### config.mk
export PLATFORM = sky130hd
export DESIGN_NAME = cdc_core
export DESIGN_NICKNAME = d
export VERILOG_FILES = /design/src/cmd_pkg.sv /design/src/cdc_core.sv /design/src/upload_framer.sv /design/src/cmd_exec.sv /design/src/pwm_bank.sv /design/src/cmd_parser.sv
export SDC_FILE = /design/constraint.sdc
export NUM_CORES = 1
export LEC_CHECK = 0
export BUFFER_PORTS_ARGS = -buffer_cell sky130_fd_sc_hd__buf_2
export CORE_ASPECT_RATIO = 1.75
export CORE_MARGIN = 2
export CORE_UTILIZATION = 40
export DETAILED_ROUTE_END_ITERATION = 10
export GPL_TIMING_DRIVEN = 1
export HOLD_SLACK_MARGIN = 0.02
export PLACE_DENSITY_LB_ADDON = 0.2
export SLEW_MARGIN = 30
export SYNTH_ARGS = -nofsm -noshare
export SYNTH_HDL_FRONTEND = slang
export SYNTH_SLANG_ARGS = --single-unit
### constraint.sdc
create_clock -name clk -period 2.8 [get_ports clk]
set_input_delay 0.42 -clock clk [delete_from_list [all_inputs] [get_ports clk]]
set_output_delay 0.42 -clock clk [all_outputs]
set_load 0.01 [all_outputs]
### src/cmd_pkg.sv
package cmd_pkg;

    // ============================================================
    // stream types
    // ============================================================

    typedef logic [7:0] byte_t;
    typedef logic [7:0] cmd_t;
    typedef logic [7:0] status_t;

    // ============================================================
    // frame markers and limits
    // ============================================================

    localparam byte_t CMD_HEADER   = 8'hAA;
    localparam byte_t RSP_HEADER   = 8'h55;

    // most payload bytes one host frame may carry
    localparam byte_t MAX_PAYLOAD  = 8'd2;

    // answer to a ping
    localparam byte_t VERSION_BYTE = 8'h21;

    // command codes
    localparam cmd_t CMD_SET_DUTY = 8'h01;
    localparam cmd_t CMD_GET_DUTY = 8'h02;
    localparam cmd_t CMD_PING     = 8'h03;

    // status codes returned in every response
    localparam status_t ST_OK           = 8'h00;
    localparam status_t ST_BAD_CHECKSUM = 8'h01;
    localparam status_t ST_BAD_LENGTH   = 8'h02;
    localparam status_t ST_BAD_CMD      = 8'h03;
    localparam status_t ST_BAD_CHANNEL  = 8'h04;

    // host frame decoder states
    typedef enum logic [2:0] {
        PS_HUNT,
        PS_COMMAND,
        PS_LENGTH,
        PS_PAYLOAD,
        PS_CHECKSUM
    } parser_state_t;

endpackage
### src/cdc_core.sv
`timescale 1ns/1ps

module cdc_core #(
    parameter int NUM_CH    = 8,
    parameter int PWM_WIDTH = 8
) (
    input  logic              clk,
    input  logic              rst_i,
    input  cmd_pkg::byte_t    usb_data_i,
    input  logic              usb_data_valid_i,
    output cmd_pkg::byte_t    usb_upload_data_o,
    output logic              usb_upload_valid_o,
    output logic [NUM_CH-1:0] pwm_o
);

    // ============================================================
    // decode to execute
    // ============================================================

    logic             cmd_valid;
    cmd_pkg::cmd_t    cmd_code;
    cmd_pkg::byte_t   cmd_arg0;
    cmd_pkg::byte_t   cmd_arg1;
    cmd_pkg::byte_t   cmd_len;
    cmd_pkg::status_t cmd_error;

    // execute to upload
    logic             rsp_valid;
    cmd_pkg::cmd_t    rsp_cmd;
    cmd_pkg::status_t rsp_status;
    cmd_pkg::byte_t   rsp_data;

    cmd_parser cmd_parser_inst (
        .clk              (clk),
        .rst_i            (rst_i),
        .usb_data_i       (usb_data_i),
        .usb_data_valid_i (usb_data_valid_i),
        .cmd_valid_o      (cmd_valid),
        .cmd_code_o       (cmd_code),
        .cmd_arg0_o       (cmd_arg0),
        .cmd_arg1_o       (cmd_arg1),
        .cmd_len_o        (cmd_len),
        .cmd_error_o      (cmd_error)
    );

    cmd_exec #(
        .NUM_CH    (NUM_CH),
        .PWM_WIDTH (PWM_WIDTH)
    ) cmd_exec_inst (
        .clk          (clk),
        .rst_i        (rst_i),
        .cmd_valid_i  (cmd_valid),
        .cmd_code_i   (cmd_code),
        .cmd_arg0_i   (cmd_arg0),
        .cmd_arg1_i   (cmd_arg1),
        .cmd_len_i    (cmd_len),
        .cmd_error_i  (cmd_error),
        .rsp_valid_o  (rsp_valid),
        .rsp_cmd_o    (rsp_cmd),
        .rsp_status_o (rsp_status),
        .rsp_data_o   (rsp_data),
        .pwm_o        (pwm_o)
    );

    upload_framer upload_framer_inst (
        .clk                (clk),
        .rst_i              (rst_i),
        .rsp_valid_i        (rsp_valid),
        .rsp_cmd_i          (rsp_cmd),
        .rsp_status_i       (rsp_status),
        .rsp_data_i         (rsp_data),
        .usb_upload_data_o  (usb_upload_data_o),
        .usb_upload_valid_o (usb_upload_valid_o)
    );

endmodule

### src/upload_framer.sv
`timescale 1ns/1ps

module upload_framer (
    input  logic             clk,
    input  logic             rst_i,
    input  logic             rsp_valid_i,
    input  cmd_pkg::cmd_t    rsp_cmd_i,
    input  cmd_pkg::status_t rsp_status_i,
    input  cmd_pkg::byte_t   rsp_data_i,
    output cmd_pkg::byte_t   usb_upload_data_o,
    output logic             usb_upload_valid_o
);

    // response frame is header, cmd, status, data, checksum
    localparam logic [2:0] LAST_IDX = 3'd5;

    cmd_pkg::cmd_t    cmd_q;
    cmd_pkg::status_t status_q;
    cmd_pkg::byte_t   data_q;
    cmd_pkg::byte_t   chk_q;

    // index of the byte to drive on the next cycle
    logic [2:0] idx_q;

    cmd_pkg::byte_t next_byte;

    // ============================================================
    // result latch
    // ============================================================

    always_ff @(posedge clk) begin
        if (rsp_valid_i) begin
            cmd_q    <= rsp_cmd_i;
            status_q <= rsp_status_i;
            data_q   <= rsp_data_i;
            chk_q    <= rsp_cmd_i ^ rsp_status_i ^ rsp_data_i;
        end
    end

    always_comb begin
        case (idx_q)
            3'd1:    next_byte = cmd_q;
            3'd2:    next_byte = status_q;
            3'd3:    next_byte = data_q;
            3'd4:    next_byte = chk_q;
            default: next_byte = cmd_pkg::RSP_HEADER;
        endcase
    end

    // ============================================================
    // byte walk
    // ============================================================

    always_ff @(posedge clk) begin
        if (rst_i) begin
            usb_upload_valid_o <= 1'b0;
            idx_q              <= '0;
        end else if (rsp_valid_i) begin
            // header goes out right away
            usb_upload_valid_o <= 1'b1;
            idx_q              <= 3'd1;
        end else if (usb_upload_valid_o) begin
            if (idx_q == LAST_IDX) begin
                usb_upload_valid_o <= 1'b0;
                idx_q              <= '0;
            end else begin
                idx_q <= idx_q + 3'd1;
            end
        end
    end

    always_ff @(posedge clk) begin
        if (rsp_valid_i) begin
            usb_upload_data_o <= cmd_pkg::RSP_HEADER;
        end else if (usb_upload_valid_o && idx_q != LAST_IDX) begin
            usb_upload_data_o <= next_byte;
        end
    end

endmodule

### src/cmd_exec.sv
`timescale 1ns/1ps

module cmd_exec #(
    parameter int NUM_CH    = 8,
    parameter int PWM_WIDTH = 8
) (
    input  logic             clk,
    input  logic             rst_i,
    input  logic             cmd_valid_i,
    input  cmd_pkg::cmd_t    cmd_code_i,
    input  cmd_pkg::byte_t   cmd_arg0_i,
    input  cmd_pkg::byte_t   cmd_arg1_i,
    input  cmd_pkg::byte_t   cmd_len_i,
    input  cmd_pkg::status_t cmd_error_i,
    output logic             rsp_valid_o,
    output cmd_pkg::cmd_t    rsp_cmd_o,
    output cmd_pkg::status_t rsp_status_o,
    output cmd_pkg::byte_t   rsp_data_o,
    output logic [NUM_CH-1:0] pwm_o
);

    localparam int CH_W = (NUM_CH > 1) ? $clog2(NUM_CH) : 1;

    // one duty per channel, packed for the pwm bank
    logic [NUM_CH-1:0][PWM_WIDTH-1:0] duty_q;

    cmd_pkg::byte_t       chan_arg;
    cmd_pkg::byte_t       duty_arg;
    logic                 chan_ok;
    logic [CH_W-1:0]      chan_idx;
    logic [PWM_WIDTH-1:0] duty_new;
    logic                 duty_we;
    cmd_pkg::status_t     status_d;
    cmd_pkg::byte_t       data_d;

    // payload bytes past the frame length count as zero
    assign chan_arg = (cmd_len_i != 8'd0) ? cmd_arg0_i : '0;
    assign duty_arg = (cmd_len_i > 8'd1) ? cmd_arg1_i : '0;

    assign chan_ok  = int'(chan_arg) < NUM_CH;
    assign chan_idx = chan_arg[CH_W-1:0];
    assign duty_new = PWM_WIDTH'(duty_arg);

    // ============================================================
    // status priority and result data
    // ============================================================

    always_comb begin
        status_d = cmd_pkg::ST_OK;
        data_d   = '0;
        if (cmd_error_i != cmd_pkg::ST_OK) begin
            // parser verdict wins over everything
            status_d = cmd_error_i;
        end else begin
            case (cmd_code_i)
                cmd_pkg::CMD_SET_DUTY: begin
                    if (!chan_ok) begin
                        status_d = cmd_pkg::ST_BAD_CHANNEL;
                    end else begin
                        data_d = cmd_pkg::byte_t'(duty_new);
                    end
                end
                cmd_pkg::CMD_GET_DUTY: begin
                    if (!chan_ok) begin
                        status_d = cmd_pkg::ST_BAD_CHANNEL;
                    end else begin
                        data_d = cmd_pkg::byte_t'(duty_q[chan_idx]);
                    end
                end
                cmd_pkg::CMD_PING: begin
                    data_d = cmd_pkg::VERSION_BYTE;
                end
                default: begin
                    status_d = cmd_pkg::ST_BAD_CMD;
                end
            endcase
        end
    end

    assign duty_we = cmd_valid_i && (status_d == cmd_pkg::ST_OK) &&
                     (cmd_code_i == cmd_pkg::CMD_SET_DUTY);

    always_ff @(posedge clk) begin
        if (rst_i) begin
            duty_q      <= '0;
            rsp_valid_o <= 1'b0;
        end else begin
            rsp_valid_o <= cmd_valid_i;
            if (duty_we) begin
                duty_q[chan_idx] <= duty_new;
            end
        end
    end

    // result fields held until the framer latches them
    always_ff @(posedge clk) begin
        if (cmd_valid_i) begin
            rsp_cmd_o    <= cmd_code_i;
            rsp_status_o <= status_d;
            rsp_data_o   <= data_d;
        end
    end

    pwm_bank #(
        .NUM_CH    (NUM_CH),
        .PWM_WIDTH (PWM_WIDTH)
    ) pwm_bank_inst (
        .clk    (clk),
        .rst_i  (rst_i),
        .duty_i (duty_q),
        .pwm_o  (pwm_o)
    );

endmodule

### src/pwm_bank.sv
`timescale 1ns/1ps

module pwm_bank #(
    parameter int NUM_CH    = 8,
    parameter int PWM_WIDTH = 8
) (
    input  logic                        clk,
    input  logic                        rst_i,
    input  logic [NUM_CH*PWM_WIDTH-1:0] duty_i,
    output logic [NUM_CH-1:0]           pwm_o
);

    // ============================================================
    // shared period counter
    // ============================================================

    // one full sweep of the counter is one pwm period
    logic [PWM_WIDTH-1:0] cnt_q;

    always_ff @(posedge clk) begin
        if (rst_i) begin
            cnt_q <= '0;
        end else begin
            cnt_q <= cnt_q + 1'b1;
        end
    end

    // ============================================================
    // per-channel compare
    // ============================================================

    logic [NUM_CH-1:0] cmp;

    for (genvar i = 0; i < NUM_CH; i++) begin : g_cmp
        logic [PWM_WIDTH-1:0] duty;

        assign duty   = duty_i[i*PWM_WIDTH +: PWM_WIDTH];

        // high while the count is still below the duty
        assign cmp[i] = cnt_q < duty;
    end

    // registered so the pins see no compare glitches
    always_ff @(posedge clk) begin
        if (rst_i) begin
            pwm_o <= '0;
        end else begin
            pwm_o <= cmp;
        end
    end

endmodule

### src/cmd_parser.sv
`timescale 1ns/1ps

module cmd_parser (
    input  logic             clk,
    input  logic             rst_i,
    input  cmd_pkg::byte_t   usb_data_i,
    input  logic             usb_data_valid_i,
    output logic             cmd_valid_o,
    output cmd_pkg::cmd_t    cmd_code_o,
    output cmd_pkg::byte_t   cmd_arg0_o,
    output cmd_pkg::byte_t   cmd_arg1_o,
    output cmd_pkg::byte_t   cmd_len_o,
    output cmd_pkg::status_t cmd_error_o
);

    cmd_pkg::parser_state_t state_q;

    // running xor over command, length and payload
    cmd_pkg::byte_t xor_q;

    // payload bytes taken so far in this frame
    logic [1:0] pay_cnt_q;

    logic len_bad;
    logic pay_last;
    logic chk_ok;

    // length byte larger than a frame may carry
    assign len_bad  = usb_data_i > cmd_pkg::MAX_PAYLOAD;

    // length is never above MAX_PAYLOAD here so two bits suffice
    assign pay_last = (pay_cnt_q + 2'd1) == cmd_len_o[1:0];

    assign chk_ok   = usb_data_i == xor_q;

    // ============================================================
    // frame state machine, advances on strobes only
    // ============================================================

    always_ff @(posedge clk) begin
        if (rst_i) begin
            state_q     <= cmd_pkg::PS_HUNT;
            pay_cnt_q   <= '0;
            cmd_valid_o <= 1'b0;
        end else begin
            cmd_valid_o <= 1'b0;
            if (usb_data_valid_i) begin
                case (state_q)
                    cmd_pkg::PS_HUNT: begin
                        // anything but a header is dropped
                        if (usb_data_i == cmd_pkg::CMD_HEADER) begin
                            state_q <= cmd_pkg::PS_COMMAND;
                        end
                    end
                    cmd_pkg::PS_COMMAND: begin
                        state_q <= cmd_pkg::PS_LENGTH;
                    end
                    cmd_pkg::PS_LENGTH: begin
                        pay_cnt_q <= '0;
                        if (len_bad) begin
                            // report at once and give up on the frame
                            cmd_valid_o <= 1'b1;
                            state_q     <= cmd_pkg::PS_HUNT;
                        end else if (usb_data_i == '0) begin
                            state_q <= cmd_pkg::PS_CHECKSUM;
                        end else begin
                            state_q <= cmd_pkg::PS_PAYLOAD;
                        end
                    end
                    cmd_pkg::PS_PAYLOAD: begin
                        pay_cnt_q <= pay_cnt_q + 2'd1;
                        if (pay_last) begin
                            state_q <= cmd_pkg::PS_CHECKSUM;
                        end
                    end
                    cmd_pkg::PS_CHECKSUM: begin
                        cmd_valid_o <= 1'b1;
                        state_q     <= cmd_pkg::PS_HUNT;
                    end
                    default: begin
                        state_q <= cmd_pkg::PS_HUNT;
                    end
                endcase
            end
        end
    end

    // ============================================================
    // command fields and checksum
    // ============================================================

    always_ff @(posedge clk) begin
        if (usb_data_valid_i) begin
            case (state_q)
                cmd_pkg::PS_COMMAND: begin
                    cmd_code_o <= usb_data_i;
                    xor_q      <= usb_data_i;
                end
                cmd_pkg::PS_LENGTH: begin
                    cmd_len_o  <= usb_data_i;
                    // absent payload reads as zero
                    cmd_arg0_o <= '0;
                    cmd_arg1_o <= '0;
                    xor_q      <= xor_q ^ usb_data_i;
                    if (len_bad) begin
                        cmd_error_o <= cmd_pkg::ST_BAD_LENGTH;
                    end
                end
                cmd_pkg::PS_PAYLOAD: begin
                    if (pay_cnt_q == 2'd0) begin
                        cmd_arg0_o <= usb_data_i;
                    end else begin
                        cmd_arg1_o <= usb_data_i;
                    end
                    xor_q <= xor_q ^ usb_data_i;
                end
                cmd_pkg::PS_CHECKSUM: begin
                    cmd_error_o <= chk_ok ? cmd_pkg::ST_OK : cmd_pkg::ST_BAD_CHECKSUM;
                end
                default: begin
                end
            endcase
        end
    end

endmodule

==> impl_metrics.csv, run 1 <==
group,metric,value,unit
run_status,status,"complete, no violations",
synthesis,post_synth.cell_area_avg,10.7,um2
grt,overflow,0,
timing,finClkSkew,7.51,ps
die,die_h,206,um
synthesis,synth.distinct_cells,61,
setup_path,reg2regPathDepth,6,
clocking,clock_latency,450,ps
drt,vias_per_cell,5.36,
drt,drt_iter0_markers,523,
min_path,min_path_type,"in2reg",
finish,fin_nets,972,
timing,setup_slack,421,ps
die,ioPinCount,28,
pwr,power_density,536,nW/um2
grt,grt_pass1_vias,6459,
finish,synthToLayoutAreaGrowth,12.1,%
setup_path,arrival,2690,ps
clocking,cts_buffer_depth,2,
synthesis,synth_seq_cells,187,
drt,wire_per_inst,19.5,um
run,cap_violations,0,
synthesis,synth_edf_count,88,
grt,grt_start_max_net_pins,48,
timing,holdWs,276,ps
placed_design,gp_congestion,0.881,
drt,routed_wirelength,23.7,mm
clocking,ctsResizeCount,0,
finish,multi_input_area,4260,um2
setup_path,critPathLaunchType,"flop",
placed_design,dp.cells,1187,
timing,worst_pin_slew,943,ps
die,die-area,24600,um2
timing,rsz0062_at_grt,"no",
die,die_x,119,um
clocking,cts_buffers,17,
clocking,clkTransAtPathRegs,70,ps
grt,grt_antenna_before_repair,0,
grt,grt_pass1_wl,37.4,mm
clocking,cts_tree,"built",
drt,ant_nets,0,
setup_path,required,3110,ps
synthesis,seq_area_frac_synth,49.5,%
clocking,cts.sinks,187,
timing,min_period,2380,ps
timing,setup_viol,0,
timing,finalSetupTns,0,ps
die,rows,74,
finish,num_antenna_cells,0,
synthesis,yosysWarnings,0,
finish,drive_above_1_share,11.9,%
synthesis,synth_top_area_share,28.3,%
placed_design,pre_cts_slack,422,ps
finish,regArea,4620,um2
finish,utilization,45.2,%
die,initial_core_util,40.3,%
setup_path,end_kind,"flop",
setup_path,path_class,"reg2reg",
drt,firstDrtPassIters,5,
placed_design,io_buffer_count,27,
placed_design,hpwl,17.3,mm
timing,hold_viol,0,
synthesis,synth_nets,939,
setup_path,r2r-end,"cmd_exec_inst.duty_q[54]",
min_path,hold_depth,1,
pwr,leakagePower,3.87,nW
timing,period_share,85.0,%
synthesis,syn_area,9330,um2
setup_path,timing.rr.start,"cmd_parser_inst.cmd_len_o[1]",
finish,regMostFlops,"cmd_exec_inst.duty_q",
finish,largest_reg_flops,64,
die,fp.coreArea,23100,um2
clocking,cts_root_buf,"clkbuf_16",
timing,timing.fmax,420,MHz
synthesis,yosys.area.top_type,"edfxtp_1",
clocking,postCtsSetupRepairBufs,0,
pwr,ir_worst_vdd,0.000387,V
clocking,htree_levels,4,
finish,fin_cells,1219,
timing,timing.slew.headroom,37.1,%
setup_path,r2r_slack,420,ps
synthesis,async_flop_share,0,%
drt,route.detailed.drc,0,
min_path,holdCritStartpoint,"usb_data_i[4]",
clocking,postCtsHoldBufs,0,
min_path,worstHoldEndpoint,"cmd_parser_inst.cmd_len_o[4]",
drt,vias,6538,
synthesis,ys_top_cells_by_area,"edfxtp_1, dfxtp_1, ha_1",
synthesis,synth_ff_type,"dfxtp_1",
synthesis,syn_inst,869,
setup_path,crit_fanout,9,
grt,grt_use_total,20.3,%
finish,fillerInstances,2208,
timing,maxSlewViolCount,0,
synthesized netlist by cell type, drive strengths merged (9+ instances only):
library cell  number
edfxtp            88
dfxtp             99
inv               73
nand3b            49
clkbuf            29
or3                9
nor3              17
mux2i             21
o21ai             64
nand2b            29
buf                9
nor2              25
nor4              14
ha                59
o22ai             16
a21oi             32
nand2             52
a211oi            14
xnor2             19
and3              10
xor2              18
a21o              17
stage by stage:
| step | instance area [um2] | total power [mW] |
|---|---|---|
| after global routing | 10500 | 5.80 |
| after floorplan | 9330 | 3.09 |
| after detailed placement | 9880 | 3.20 |
| after global placement | 9880 | 3.19 |
| final | 10500 | 5.61 |
| after CTS | 10500 | 5.67 |
worst max-delay path, cell delays in order (launching register included):
cell and delay [ps]:
edfxtp_1 460, nor4_4 310, buf_4 180, and2_1 320
o2111a_2 500, nand4_4 260, mux2i_1 200
placed cells by master (no fill, tap or decap), drive strengths merged, types with 4 or more instances in the layout:
master   Yosys  routed
dfxtp       99      99
edfxtp      88      88
inv         73      84
o21ai       64      64
ha          59      59
nand2       52      52
buf          9      52
nand3b      49      49
a21oi       32      32
nand2b      29      29
nor2        25      25
mux2i       21      21
xnor2       19      19
xor2        18      18
nor3        17      17
a21o        17      17
clkbuf      29      17
o22ai       16      16
a211oi      14      14
nor4        14      14
and3        10      10
or3          9       9
nor2b        8       8
mux2         8       8
and2         8       8
nand4        8       8
nand3        7       7
a22oi        7       7
o21a         7       7
o2111ai      6       6
o221ai       5       5
a222oi       5       5
o22a         4       4
per-layer routing:
metal	routed length [um]	track usage, %
met1	9900	24.3
met2	12500	36.4
met3	736	3.67
met4	549	7.35
met5	0	0
report_power, final:
group | internal [mW] | switching, mW
registers | 2.87 | 0.0265
clock network | 1.28 | 1.20
logic | 0.110 | 0.129
total | 4.26 | 1.35
final cells by class:
cell class / count / area share (%)
Timing Repair Buffer: 52 / 3.20
Inverter: 73 / 2.62
Clock buffer: 17 / 4.06
Clock inverter: 15 / 1.58
Sequential cell: 187 / 44.2
Multi-Input combinational cell: 571 / 40.7
Tap cell: 304 / 3.63
logic make-up (layout without fill, tap and decap cells):
kind of cell / after synthesis / after routing / share of synthesized area, %
AO/OA/AOI/OAI: 196 / 196 / 13.8
AND/OR/NAND/NOR: 248 / 248 / 16.8
flip-flops: 187 / 187 / 49.5
adder cells (fa/ha/maj): 59 / 59 / 7.91
multiplexers: 31 / 31 / 3.70
buffers and inverters: 111 / 157 / 4.80
XOR/XNOR: 37 / 37 / 3.47
worst max-delay path by stage:
stage	startpoint	endpoint	slack [ps]	cells after the start
2_1_floorplan	usb_data_valid_i	cmd_parser_inst.xor_q[0]	600	3
3_3_place_gp	cmd_parser_inst.cmd_arg0_o[1]	cmd_exec_inst.rsp_data_o[3]	420	6
3_5_place_dp	cmd_parser_inst.cmd_arg0_o[1]	cmd_exec_inst.rsp_data_o[1]	420	6
4_1_cts	cmd_parser_inst.cmd_arg0_o[1]	cmd_exec_inst.rsp_data_o[1]	400	6
5_1_grt	cmd_parser_inst.cmd_len_o[1]	cmd_exec_inst.duty_q[62]	200	7
6_report	cmd_parser_inst.cmd_len_o[1]	cmd_exec_inst.duty_q[54]	420	6
No activity file was read; power rests on OpenSTA's default activity.
==> run 2, diff against run 1 <==
==> constraint.sdc (replaced) <==
create_clock -name clk -period 2.4 [get_ports clk]
set_input_delay 0.36 -clock clk [delete_from_list [all_inputs] [get_ports clk]]
set_output_delay 0.36 -clock clk [all_outputs]
set_load 0.01 [all_outputs]
==> impl_metrics.csv, run 2 (same netlist as run 1, synthesis figures left out) <==
group,metric,value,unit
finish,regMostFlops,"cmd_exec_inst.duty_q",
clocking,ctsResizeCount,0,
placed_design,dpl_cell_area,9950,um2
finish,drive_above_1_share,12.5,%
clocking,cts.sinks,187,
placed_design,dp.cells,1197,
setup_path,path_class,"reg2reg",
timing,rsz0062_at_grt,"no",
drt,drt_iter0_markers,436,
timing,finalSetupTns,0,ps
pwr,pwr-share-clk,44.1,%
drt,ant_nets,0,
clocking,cts_root_buf,"clkbuf_16",
setup_path,setup.worst_path.start,"cmd_parser_inst.cmd_code_o[7]",
drt,vias_per_cell,5.33,
pwr,leakagePower,3.93,nW
finish,final_cell_mix,"dfxtp_1, edfxtp_1, inv_1, o21ai_0, ha_1",
placed_design,hpwl,16.9,mm
grt,overflow,0,
die,ioPinCount,28,
run,cap_violations,0,
drt,route.detailed.drc,0,
min_path,holdCritStartpoint,"usb_data_i[6]",
pwr,p_switching,1.47,mW
die,fp.coreArea,23100,um2
finish,largest_reg_flops,64,
placed_design,gp_congestion,0.810,
die,initial_core_util,40.3,%
setup_path,timing.rr.start,"cmd_parser_inst.cmd_code_o[7]",
finish,utilization,45.6,%
clocking,cts_buffers,17,
setup_path,critPathLaunchType,"flop",
pwr,power_density,619,nW/um2
drt,wire_per_inst,18.7,um
timing,worst_pin_slew,778,ps
placed_design,io_buffer_count,27,
grt,grt_pass1_vias,6647,
grt,grt_start_max_net_pins,43,
clocking,postCtsSetupRepairBufs,0,
finish,fillerInstances,2202,
timing,timing.slew.headroom,48.1,%
setup_path,end_kind,"flop",
pwr,ir_worst_vdd,0.000536,V
timing,min_period,2150,ps
grt,grt_antenna_before_repair,0,
timing,maxSlewViolCount,0,
drt,routed_wirelength,23.0,mm
grt,grt_pass1_wl,36.3,mm
clocking,cts_buffer_depth,2,
grt,grt_use_total,19.6,%
clocking,htree_levels,4,
finish,synthToLayoutAreaGrowth,13.1,%
drt,firstDrtPassIters,5,
finish,layout_commonest_cell,"dfxtp_1",
die,die-area,24600,um2
timing,finClkSkew,10.5,ps
pwr,p_sw_share,22.5,%
die,die_h,206,um
timing,hold_viol,0,
min_path,min_path_type,"in2reg",
clocking,clkTransAtPathRegs,70,ps
finish,fin_cells,1229,
setup_path,crit_fanout,8,
setup_path,required,2720,ps
clocking,postCtsHoldBufs,0,
timing,period_share,89.5,%
setup_path,arrival,2470,ps
finish,final_area,10600,um2
run_status,status,"complete, no violations",
die,rows,74,
finish,num_antenna_cells,0,
die,die_x,119,um
finish,fin_nets,982,
pwr,power_frac_comb,4.3,%
clocking,clock_latency,450,ps
timing,setup_viol,0,
timing,timing.fmax,466,MHz
pwr,power.internal,5.06,mW
clocking,cts_tree,"built",
pwr,seqPwrFrac,51.6,%
drt,vias,6551,
[run 2: final timing paths]
| kind | end | slack [ps] | cells past startpoint |
|---|---|---|---|
| setup reg to reg | cmd_exec_inst.duty_q[43] | 250 | 5 |
| hold / removal | cmd_parser_inst.cmd_len_o[6] | 230 | 1 |
| setup / recovery | cmd_exec_inst.duty_q[43] | 250 | 5 |
| hold reg to reg | cmd_parser_inst.pay_cnt_q[1] | 450 | 2 |
[run 2: metrics by stage]
stage	total power, mW	hold WS, ps	setup WS, ps
floorplan	3.61	427	262
global placement	3.73	435	245
detailed placement	3.73	440	244
CTS	6.60	211	236
global route	6.75	219	76.7
finish	6.54	235	253
[run 2: layout make-up]
class / instances / area (um2) / share of cell area, %
sequential: 187 / 4620 / 43.8
multi-input combinational: 571 / 4260 / 40.4
clock buffer: 24 / 536 / 5.07
timing repair buffer: 62 / 410 / 3.89
tap: 304 / 380 / 3.60
inverter: 73 / 274 / 2.60
clock inverter: 8 / 66.3 / 0.628
[run 2: per-layer routing]
metal / wire [um] / GRT usage [%] / vias to the layer above / part of all wire (%)
met5: 0 / 0 / - / 0
met4: 763 / 8.91 / 0 / 3.3
met3: 626 / 3.53 / 40 / 2.7
met2: 12500 / 36.7 / 117 / 54
met1: 9120 / 21.2 / 3146 / 40
li1: - / - / 3248 / -
[run 2: worst max-delay path, cell delays in order (launching register included)]
cell and delay [ps]:
edfxtp_1 430, nor4_4 360, and4_1 270, o2111a_2 480, nand4_4 290, mux2i_1 190
[run 2: power groups by stage]
| stage | Sequential, mW | Clock (mW) | Combinational, mW |
|---|---|---|---|
| final | 3.38 | 2.88 | 0.281 |
| after global routing | 3.38 | 3.06 | 0.313 |
| after CTS | 3.38 | 2.94 | 0.283 |
| after detailed placement | 3.45 | 0 | 0.281 |
| after global placement | 3.45 | 0 | 0.280 |
| after floorplan | 3.45 | 0 | 0.156 |
